==> config.mk <==
export PLATFORM = sky130hd
export DESIGN_NAME = wh_io_fabric
export DESIGN_NICKNAME = d
export VERILOG_FILES = /design/src/hw/wh_pkg.sv /design/src/hw/wh_concentrator.sv /design/src/hw/wh_credit_fifo.sv /design/src/hw/wh_io_fabric.sv /design/src/hw/wh_router.sv
export SDC_FILE = /design/constraint.sdc
export NUM_CORES = 1
export LEC_CHECK = 0
export BUFFER_PORTS_ARGS = -buffer_cell sky130_fd_sc_hd__buf_4
export CORE_ASPECT_RATIO = 0.75
export CORE_MARGIN = 5
export CORE_UTILIZATION = 52
export CTS_BUF_LIST = sky130_fd_sc_hd__clkbuf_8 sky130_fd_sc_hd__clkbuf_16
export DETAILED_ROUTE_END_ITERATION = 8
export PLACE_DENSITY = 0.76
export SLEW_MARGIN = 0
export SYNTH_ARGS = -nofsm -noshare
export SYNTH_HDL_FRONTEND = slang
export SYNTH_SLANG_ARGS = --single-unit
==> constraint.sdc <==
create_clock -name clk_i -period 6.2 [get_ports clk_i]
set_input_delay 0.93 -clock clk_i [delete_from_list [all_inputs] [get_ports clk_i]]
set_output_delay 0.93 -clock clk_i [all_outputs]
set_load 0.01 [all_outputs]
==> src/hw/wh_pkg.sv <==
package wh_pkg;

  // flit and header field widths
  localparam int WH_FLIT_W    = 32;
  localparam int WH_CORD_W    = 4;
  localparam int WH_LEN_W     = 3;
  localparam int WH_CID_W     = 1;
  localparam int WH_PAYLOAD_W = WH_FLIT_W - WH_CID_W - WH_LEN_W - WH_CORD_W;

  // receive buffer, also the initial credit count of each sender
  localparam int WH_FIFO_DEPTH = 4;
  localparam int WH_PTR_W      = $clog2(WH_FIFO_DEPTH);
  localparam int WH_CNT_W      = $clog2(WH_FIFO_DEPTH + 1);

  typedef logic [WH_FLIT_W-1:0] wh_flit_t;
  typedef logic [WH_CORD_W-1:0] wh_cord_t;
  typedef logic [WH_LEN_W-1:0]  wh_len_t;   // body flits after the header
  typedef logic [WH_CID_W-1:0]  wh_cid_t;
  typedef logic [WH_PTR_W-1:0]  wh_ptr_t;
  typedef logic [WH_CNT_W-1:0]  wh_credit_cnt_t;

  // packets to this cord leave on the local port
  localparam wh_cord_t WH_IO_CORD = 4'hF;

  typedef struct packed {
    logic [WH_PAYLOAD_W-1:0] payload;
    wh_cid_t                 cid;
    wh_len_t                 len;
    wh_cord_t                cord;    // low bits
  } wh_header_t;

  typedef struct packed {
    logic     v;
    wh_flit_t data;
  } wh_link_t;

  typedef enum logic {
    WH_IDLE,
    WH_BODY
  } wh_route_state_e;

endpackage

==> src/hw/wh_concentrator.sv <==
`timescale 1ns/100ps

module wh_concentrator (
  input  logic                   clk_i,
  input  logic                   rst_n_i,
  input  wh_pkg::wh_link_t [1:0] link_i,
  output logic [1:0]             credit_o,
  output wh_pkg::wh_link_t       io_link_o,
  input  logic                   io_credit_i
);
  import wh_pkg::*;

  wh_flit_t [1:0]  head;
  logic [1:0]      head_v;
  logic [1:0]      pop_in;
  logic            pop;
  wh_cid_t         last_q;      // last winner, also the grant held through the body
  wh_cid_t         pref;
  wh_cid_t         grant;
  wh_route_state_e state_q;
  wh_len_t         body_cnt_q;
  wh_header_t      hdr;
  wh_header_t      stamped;
  wh_flit_t        out_next;
  wh_credit_cnt_t  cnt_q;
  logic            out_v_q;
  wh_flit_t        out_q;

  for (genvar i = 0; i < 2; i++) begin : g_in
    wh_credit_fifo fifo (
      .clk_i(clk_i)
      ,.rst_n_i(rst_n_i)
      ,.link_i(link_i[i])
      ,.credit_o(credit_o[i])
      ,.head_o(head[i])
      ,.head_v_o(head_v[i])
      ,.pop_i(pop_in[i])
    );
  end

  // round robin, input after the last winner first
  assign pref   = ~last_q;
  assign grant  = (state_q == WH_BODY) ? last_q : (head_v[pref] ? pref : last_q);
  assign pop    = head_v[grant] && (cnt_q != '0);
  assign pop_in = pop ? (2'b01 << grant) : 2'b00;
  assign hdr    = wh_header_t'(head[grant]);

  always_comb begin
    stamped     = hdr;
    stamped.cid = grant;  // source index for the IO side
  end

  assign out_next = (state_q == WH_IDLE) ? wh_flit_t'(stamped) : head[grant];

  always_ff @(posedge clk_i or negedge rst_n_i) begin
    if (!rst_n_i) begin
      state_q    <= WH_IDLE;
      last_q     <= wh_cid_t'(1);  // input 0 wins first
      body_cnt_q <= '0;
    end else if (pop) begin
      if (state_q == WH_IDLE) begin
        last_q     <= grant;
        body_cnt_q <= hdr.len;
        if (hdr.len != '0) begin
          state_q <= WH_BODY;
        end
      end else begin
        body_cnt_q <= body_cnt_q - 1'b1;
        if (body_cnt_q == wh_len_t'(1)) begin
          state_q <= WH_IDLE;
        end
      end
    end
  end

  always_ff @(posedge clk_i or negedge rst_n_i) begin
    if (!rst_n_i) begin
      cnt_q   <= wh_credit_cnt_t'(WH_FIFO_DEPTH);
      out_v_q <= 1'b0;
    end else begin
      cnt_q   <= cnt_q + wh_credit_cnt_t'(io_credit_i) - wh_credit_cnt_t'(pop);
      out_v_q <= pop;
    end
  end

  always_ff @(posedge clk_i) begin
    if (pop) begin
      out_q <= out_next;
    end
  end

  assign io_link_o.v    = out_v_q;
  assign io_link_o.data = out_q;

endmodule

==> src/hw/wh_credit_fifo.sv <==
`timescale 1ns/100ps

module wh_credit_fifo (
  input  logic             clk_i,
  input  logic             rst_n_i,
  input  wh_pkg::wh_link_t link_i,
  output logic             credit_o,
  output wh_pkg::wh_flit_t head_o,
  output logic             head_v_o,
  input  logic             pop_i
);
  import wh_pkg::*;

  wh_flit_t       mem_q [WH_FIFO_DEPTH];
  wh_ptr_t        wr_ptr_q;
  wh_ptr_t        rd_ptr_q;
  wh_credit_cnt_t count_q;
  logic           credit_q;

  // storage, no reset needed
  always_ff @(posedge clk_i) begin
    if (link_i.v) begin
      mem_q[wr_ptr_q] <= link_i.data;
    end
  end

  always_ff @(posedge clk_i or negedge rst_n_i) begin
    if (!rst_n_i) begin
      wr_ptr_q <= '0;
      rd_ptr_q <= '0;
      count_q  <= '0;
    end else begin
      if (link_i.v) begin
        wr_ptr_q <= wr_ptr_q + 1'b1;  // depth is a power of two
      end
      if (pop_i) begin
        rd_ptr_q <= rd_ptr_q + 1'b1;
      end
      count_q <= count_q + wh_credit_cnt_t'(link_i.v) - wh_credit_cnt_t'(pop_i);
    end
  end

  // one credit per dequeued flit, a clock after the pop
  always_ff @(posedge clk_i or negedge rst_n_i) begin
    if (!rst_n_i) begin
      credit_q <= 1'b0;
    end else begin
      credit_q <= pop_i;
    end
  end

  assign head_o   = mem_q[rd_ptr_q];
  assign head_v_o = (count_q != '0);
  assign credit_o = credit_q;

endmodule

==> src/hw/wh_io_fabric.sv <==
`timescale 1ns/100ps

module wh_io_fabric (
  input  logic             clk_i,
  input  logic             rst_n_i,

  input  wh_pkg::wh_link_t north_link_i,
  output logic             north_credit_o,
  input  wh_pkg::wh_link_t south_link_i,
  output logic             south_credit_o,

  output wh_pkg::wh_link_t mem_north_link_o,
  input  logic             mem_north_credit_i,
  output wh_pkg::wh_link_t mem_south_link_o,
  input  logic             mem_south_credit_i,

  output wh_pkg::wh_link_t io_link_o,
  input  logic             io_credit_i
);
  import wh_pkg::*;

  // router local ports into the concentrator, north is 0
  wh_link_t [1:0] local_link;
  logic [1:0]     local_credit;

  wh_router rtr_north (
    .clk_i(clk_i)
    ,.rst_n_i(rst_n_i)
    ,.link_i(north_link_i)
    ,.credit_o(north_credit_o)
    ,.mem_link_o(mem_north_link_o)
    ,.mem_credit_i(mem_north_credit_i)
    ,.local_link_o(local_link[0])
    ,.local_credit_i(local_credit[0])
  );

  wh_router rtr_south (
    .clk_i(clk_i)
    ,.rst_n_i(rst_n_i)
    ,.link_i(south_link_i)
    ,.credit_o(south_credit_o)
    ,.mem_link_o(mem_south_link_o)
    ,.mem_credit_i(mem_south_credit_i)
    ,.local_link_o(local_link[1])
    ,.local_credit_i(local_credit[1])
  );

  wh_concentrator ctr (
    .clk_i(clk_i)
    ,.rst_n_i(rst_n_i)
    ,.link_i(local_link)
    ,.credit_o(local_credit)
    ,.io_link_o(io_link_o)
    ,.io_credit_i(io_credit_i)
  );

endmodule

==> src/hw/wh_router.sv <==
`timescale 1ns/100ps

module wh_router (
  input  logic             clk_i,
  input  logic             rst_n_i,
  input  wh_pkg::wh_link_t link_i,
  output logic             credit_o,
  output wh_pkg::wh_link_t mem_link_o,
  input  logic             mem_credit_i,
  output wh_pkg::wh_link_t local_link_o,
  input  logic             local_credit_i
);
  import wh_pkg::*;

  wh_flit_t             head;
  logic                 head_v;
  logic                 pop;
  wh_header_t           hdr;
  wh_route_state_e      state_q;
  logic                 local_q;     // path held for the packet body
  wh_len_t              body_cnt_q;
  logic                 sel_local;
  wh_credit_cnt_t [1:0] cnt_q;       // [0] memory, [1] local
  logic [1:0]           cred_ret;
  logic [1:0]           spend;
  logic [1:0]           out_v_q;
  wh_flit_t             out_q;

  wh_credit_fifo fifo (
    .clk_i(clk_i)
    ,.rst_n_i(rst_n_i)
    ,.link_i(link_i)
    ,.credit_o(credit_o)
    ,.head_o(head)
    ,.head_v_o(head_v)
    ,.pop_i(pop)
  );

  assign hdr       = wh_header_t'(head);
  assign sel_local = (state_q == WH_IDLE) ? (hdr.cord == WH_IO_CORD) : local_q;
  assign pop       = head_v && (cnt_q[sel_local] != '0);
  assign spend     = {pop & sel_local, pop & ~sel_local};
  assign cred_ret  = {local_credit_i, mem_credit_i};

  // header decode picks the path, body counter releases it
  always_ff @(posedge clk_i or negedge rst_n_i) begin
    if (!rst_n_i) begin
      state_q    <= WH_IDLE;
      local_q    <= 1'b0;
      body_cnt_q <= '0;
    end else if (pop) begin
      if (state_q == WH_IDLE) begin
        local_q    <= sel_local;
        body_cnt_q <= hdr.len;
        if (hdr.len != '0) begin
          state_q <= WH_BODY;
        end
      end else begin
        body_cnt_q <= body_cnt_q - 1'b1;
        if (body_cnt_q == wh_len_t'(1)) begin
          state_q <= WH_IDLE;  // last body flit
        end
      end
    end
  end

  always_ff @(posedge clk_i or negedge rst_n_i) begin
    if (!rst_n_i) begin
      cnt_q <= {2{wh_credit_cnt_t'(WH_FIFO_DEPTH)}};
    end else begin
      for (int i = 0; i < 2; i++) begin
        cnt_q[i] <= cnt_q[i] + wh_credit_cnt_t'(cred_ret[i]) - wh_credit_cnt_t'(spend[i]);
      end
    end
  end

  always_ff @(posedge clk_i or negedge rst_n_i) begin
    if (!rst_n_i) begin
      out_v_q <= '0;
    end else begin
      out_v_q <= spend;
    end
  end

  // one data register serves both outputs
  always_ff @(posedge clk_i) begin
    if (pop) begin
      out_q <= head;
    end
  end

  assign mem_link_o.v      = out_v_q[0];
  assign mem_link_o.data   = out_q;
  assign local_link_o.v    = out_v_q[1];
  assign local_link_o.data = out_q;

endmodule

* Yosys cells after proc, flatten, opt, wreduce, memory -nomap -nowiden
Memories as Yosys holds them, arrays and structs flattened.
Index checks and enable logic that the tools add are counted.
** Operators by class
- Multiply operators :: 0
- Reductions and logical operators :: 16
- $add $sub $neg :: 29
- Shifts and indexed selects :: 1
- Equality and inequality tests :: 5
- Div/mod/pow operators :: 0
- Bitwise logic cells :: 10
- Muxes and demuxes :: 36
- $lt $le $gt $ge :: 4
** Operators by type and width (count)
- $mux W32 :: 2
- $reduce_bool A3 Y1 :: 10
- $add A3 B1 Y3 :: 9
- $sub A3 B1 Y3 :: 9
- $mux W1 :: 25
- $mux W3 :: 7
- $add A2 B1 Y2 const B :: 8
- $eq A3 B1 Y1 const B :: 3
- $sub A3 B1 Y3 const B :: 3
- $eq A4 B4 Y1 const B :: 2
- $lt A1 B2 Y1 const B :: 4
- $mux W8 :: 1
- $not A1 Y1 :: 6
- $reduce_and A2 Y1 :: 3
- $and A1 B1 Y1 :: 4
- $logic_and A1 B1 Y1 :: 3
- $mux W2 :: 1
- $shl A1 B1 Y2 const A :: 1
** Storage, ports and cells
- Logic and storage cells :: 141
- RAM bits :: 512
- Bits in latches :: 0
- Memories :: 4
- Memory bits (read-only) :: 0
- Bits of input ports :: 71
- Register bits after elaboration :: 163
** Memories
- ctr.g_in[0].fifo.mem_q :: words 4, bits a word 32, read ports 1, clocked after memory_dff 0, wr ports 1, line wh_credit_fifo.sv:14 : wh_flit_t mem_q [WH_FIFO_DEPTH];
- ctr.g_in[1].fifo.mem_q :: words 4, bits a word 32, read ports 1, clocked after memory_dff 0, wr ports 1, line wh_credit_fifo.sv:14
- rtr_north.fifo.mem_q :: words 4, bits a word 32, read ports 1, clocked after memory_dff 0, wr ports 1, line wh_credit_fifo.sv:14
- rtr_south.fifo.mem_q :: words 4, bits a word 32, read ports 1, clocked after memory_dff 0, wr ports 1, line wh_credit_fifo.sv:14

* Longest topological paths before layout
- Depth in word-level cells :: 10
- Depth in mapped cells :: 12
- Gate-level depth less buffers :: 11

* Hierarchy
Synthesis repeated with hierarchy kept, for this count alone.
** Unflattened totals
- Cell total of the unflattened synthesis :: 1225
- Area, all modules :: 26290.2 um^2
** By module, submodules not included
- wh_credit_fifo :: instances 4, area an instance 5074.9 um^2, cells each 202
- wh_router :: instances 2, area an instance 1969.4 um^2, cells each 133
- wh_concentrator :: instances 1, area an instance 2052.0 um^2, cells each 151

* Least setup slack after synthesis
No wires, ideal clock.
- Path kind :: reg-to-reg
- From :: register rtr_south.fifo.rd_ptr_q[0]
- To :: register rtr_south.fifo.count_q[2]
- Path buffers :: 2
- Arrival :: 2846 ps
- Data required time :: 6077 ps
- Cell stages (with the launch flop) :: 13
- Clock period less this slack :: 2969 ps
- Slack :: 3231 ps
- Cells stage by stage :: dfrtp_1 buf_4 mux4_2 nand4_1 o21ai_1 mux2i_1 buf_4 ha_1 inv_1 ha_1 fa_1 xnor2_1 xnor2_1
** On the way
- Longest elaborated chain between the ends :: 8
** Ends and longest elaborated chain
- start, declared :: line wh_credit_fifo.sv:16 : wh_ptr_t rd_ptr_q;
- start signal, assigned :: line wh_credit_fifo.sv:37 : rd_ptr_q <= rd_ptr_q + 1'b1;
- $mem_v2 Z4 W32
- named net rtr_south.fifo.head_o[3] :: line wh_credit_fifo.sv:8 : output wh_pkg::wh_flit_t head_o,
- $eq A4 B4 Y1 :: line wh_router.sv:40 : assign sel_local = (state_q == WH_IDLE) ? (hdr.cord == WH_IO_CORD) : local_q;
- $mux W1 :: line wh_router.sv:40
- $mux W3 (not written as such) (2 in a row) :: line wh_router.sv:41 : assign pop = head_v && (cnt_q[sel_local] != '0);
- $reduce_bool A3 Y1 :: line wh_router.sv:41
- $logic_and A1 B1 Y1 :: line wh_router.sv:41
- named net rtr_south.fifo.pop_i :: line wh_credit_fifo.sv:10 : input logic pop_i
- $sub A3 B1 Y3 :: line wh_credit_fifo.sv:39 : count_q <= count_q + wh_credit_cnt_t'(link_i.v) - wh_credit_cnt_t'(pop_i);
- end signal, assigned :: line wh_credit_fifo.sv:39
- end, declared :: line wh_credit_fifo.sv:17 : wh_credit_cnt_t count_q;
The timed path passes the listed nets, and every way through them passes these cells. The select of a mux whose other input is x is not followed.
A chain may end at the register's enable or synchronous reset.

* Worst setup path after layout
- From :: register rtr_south.fifo.rd_ptr_q[1]
- To :: register rtr_south.fifo.count_q[2]
** On the way
- Longest elaborated chain between the ends :: 8
** Ends and longest elaborated chain (line)
- $mem_v2 Z4 W32
- named net rtr_south.fifo.head_o[3] :: wh_credit_fifo.sv:8
- $eq A4 B4 Y1 :: wh_router.sv:40
- $mux W1 :: wh_router.sv:40
- $mux W3 (not written as such) (2 in a row) :: wh_router.sv:41
- $reduce_bool A3 Y1 :: wh_router.sv:41
- $logic_and A1 B1 Y1 :: wh_router.sv:41
- $sub A3 B1 Y3 :: wh_credit_fifo.sv:39
The timed path passes the listed nets, and every way through them passes these cells. The select of a mux whose other input is x is not followed.

==> out/metrics.yaml <==
status:
  status: "finished clean"
route:
  vias: 11300
  dr.pass1.iters: 5
  ant_nets: 0
  drt-initial-drc-count: 970
  dr_wl_met3_um: 3060
  routed_via_density: 5.54
  m1WireLength_um: 20500
  wirelength_um: 48800
  top_layer: "met4"
  drc: 0
  routedWlPerCell_um: 23.9
  wl_met2_um: 24200
synthesis:
  post_synth_inst_count: 1193
  synth.net_count: 1313
  synth_top_flop_cell: "edfxtp_1"
  seq_area_frac_synth_pct: 77.6
  netlist_area_um2: 25700
  synth_edf_count: 608
  synth_top_area_share_pct: 71.1
  synthTopCellsByCount: "608 x edfxtp_1, 128 x mux4_2, 67 x buf_4"
  synth_cell_types: 46
  synthArstFlopShare_pct: 9.93
  synthMostInstantiatedCell: "edfxtp_1"
  yosys.area.top_type: "edfxtp_1"
  synth_area_leaders: "edfxtp_1 71%, mux4_2 11%, dfrtp_1 5.9%"
  yosys_warnings: 0
  synth_area_per_cell_um2: 21.5
  ys_ff_latch: 675
clock_tree:
  cts_tree: "built"
  cts-root-buf: "clkbuf_16"
  h-tree-depth: 2
  clock_latency_ns: 0.61
  clk_pin_slew_ns: 0.06
  clock_path_buffers: 3
  numCtsBuffers: 60
  hold_buffers: 0
  cts_resized: 0
  postCtsSetupBuffers: 0
  cts.sinks: 675
hold_path:
  hp-class: "input pin to asynchronous set/reset pin"
die:
  die_h_um: 202
  coreArea_um2: 48800
  die_area_um2: 54000
  die_x_um: 267
  io_pins: 172
  row_count: 70
  initial_core_util_pct: 52.7
power_and_ir_drop:
  powerDensity_nw_per_um2: 429
  ir_drop_mv: 0.268
  leakage_uw: 0.0101
  power.total_uw: 12500
layout:
  final_cell_area_um2: 29200
  fillCellCount: 3322
  diodes: 0
  drive_gt1_share_pct: 30.7
  fin_cells: 2044
  finalNetCount: 1468
  syn2layout_area_growth_pct: 13.8
sta:
  finalHoldViolations: 0
  period_share_pct: 59.4
  rsz0062_at_grt: "no"
  setup_tns_ns: 0
  timing.fmax_mhz: 271
  min_period_ns: 3.68
  tightestPinTransition_ns: 0.991
  final_max_slew_viol_count: 0
  slew_headroom_pct: 34.0
  finalSetupViolations: 0
  timing.final.ws_setup_ns: 2.52
  clock_skew_ns: 0.0188
placed_design:
  dp_hpwl_um: 30500
  dp_cells: 1934
  globalplace.congestion: 0.766
  postPlaceCellArea_um2: 27300
  post-place-ws_ns: 2.55
  io_buffers: 171
flow_run:
  drv_cap: 0
worst_setup_path:
  critPathMaxFanout: 45
  cp_slowest_cell: "buf_4"
  worstPathRequired_ns: 6.73
  cp-start-kind: "flop"
  cp_top_family: "buffers and inverters"
  critPathMaxStageDelay_ns: 0.51
  path_buf_inv: 3
  crit_type: "flop to flop"
  arrival_ns: 4.22
  end_kind: "flop"
  crit_chain: "buf_4, mux4_2, nand4_1, o21ai_1, mux2i_4, buf_4, ha_1, inv_1, ha_1, fa_1, xnor2_1, xnor2_1"
global_routing:
  grt-ovfl-total: 0
  grt_max_degree: 68
  track_usage_pct: 18.3
  grt_pass1_vias: 12100
  grt_pass1_wl_um: 75200
  grt_antenna_before_repair: 0
[path summary, 6_finish.rpt]
path                                            start                          to  slack, ns  cells after the start
min in group clk_i                 rtr_south.cnt_q[3]          rtr_south.cnt_q[3]       0.51                      1
hold reg to reg                    rtr_south.cnt_q[3]          rtr_south.cnt_q[3]       0.51                      1
setup reg to reg           rtr_south.fifo.rd_ptr_q[1]   rtr_south.fifo.count_q[2]       2.52                     12
setup / recovery           rtr_south.fifo.rd_ptr_q[1]   rtr_south.fifo.count_q[2]       2.52                     12
hold / removal                                rst_n_i                 ctr.out_v_q       0.47                      1
max in group asynchronous                     rst_n_i  rtr_south.fifo.rd_ptr_q[0]       5.00                      1
[cells in the final DEF (no fill, tap or decap), types with 4 or more instances in the layout]
master,count
xor2_1,8
and2_1,18
xnor2_1,22
edfxtp_1,608
dfstp_2,6
dfrtp_2,4
o21ai_0,10
nand2_1,18
clkbuf_8,7
mux2_1,28
nor2_1,14
buf_4,196
a21oi_1,5
o21ai_1,9
mux4_2,128
ha_1,40
nor3_1,14
clkinv_1,13
fa_1,9
clkbuf_16,62
inv_1,65
clkinv_2,10
dfrtp_1,57
[stage by stage]
stage,hold WS [ns],utilization [%]
global route,0.496,59.9
CTS,0.480,59.9
floorplan,0.467,-
detailed placement,0.501,56.0
finish,0.467,59.9
global placement,0.488,56.0
[worst reg2reg max path, delay by kind of cell, from the launching register on]
kind,cells,cell delay (ns)
multiplexers,2,0.62
XOR/XNOR,2,0.31
buffers and inverters,3,0.98
flip-flops,1,0.33
AND/OR/NAND/NOR,1,0.19
adder cells (fa/ha/maj),3,0.81
AO/OA/AOI/OAI,1,0.38
[flip-flops by register name (all words and copies together) (netlist names), 3 cells and up]
name	cells
ctr.g_in.fifo.count_q	6
ctr.g_in.fifo.rd_ptr_q	4
rtr_south.body_cnt_q	3
rtr_north.fifo.mem_q	128
rtr_south.fifo.mem_q	128
ctr.body_cnt_q	3
ctr.g_in.fifo.mem_q	256
rtr_south.fifo.count_q	3
rtr_north.fifo.count_q	3
rtr_south.out_q	32
rtr_north.cnt_q	6
rtr_north.body_cnt_q	3
ctr.cnt_q	3
rtr_south.cnt_q	6
ctr.out_q	32
ctr.g_in.fifo.wr_ptr_q	4
rtr_north.out_q	32
[where the power goes]
part / internal [uW] / total (uW) / switching, uW
registers: 6120 / 6710 / 589
clock network: 2010 / 3560 / 1550
logic: 1040 / 2270 / 1230
[logic make-up (layout without fill, tap and decap cells)]
family | after synthesis | after routing | share of synthesized area [%]
AND/OR/NAND/NOR | 81 | 81 | 1.63
flip-flops | 675 | 675 | 77.6
buffers and inverters | 157 | 360 | 3.40
AO/OA/AOI/OAI | 37 | 37 | 0.867
adder cells (fa/ha/maj) | 49 | 49 | 2.65
XOR/XNOR | 30 | 30 | 1.02
multiplexers | 164 | 164 | 12.8
[layout make-up]
class / instances / area (um^2) / area share, %
Clock buffer: 69 / 1650 / 5.64
Clock inverter: 41 / 256 / 0.878
Inverter: 54 / 203 / 0.694
Multi-Input combinational cell: 361 / 4890 / 16.7
Sequential cell: 675 / 19900 / 68.3
Tap cell: 648 / 811 / 2.77
Timing Repair Buffer: 196 / 1470 / 5.04
[routing by layer]
metal	vias to the layer above	global-route usage [%]
li1	4949	-
met1	5975	26.3
met2	329	29.2
met3	71	4.07
met4	0	4.77
met5	-	0
(Power assumes the default switching activity.)
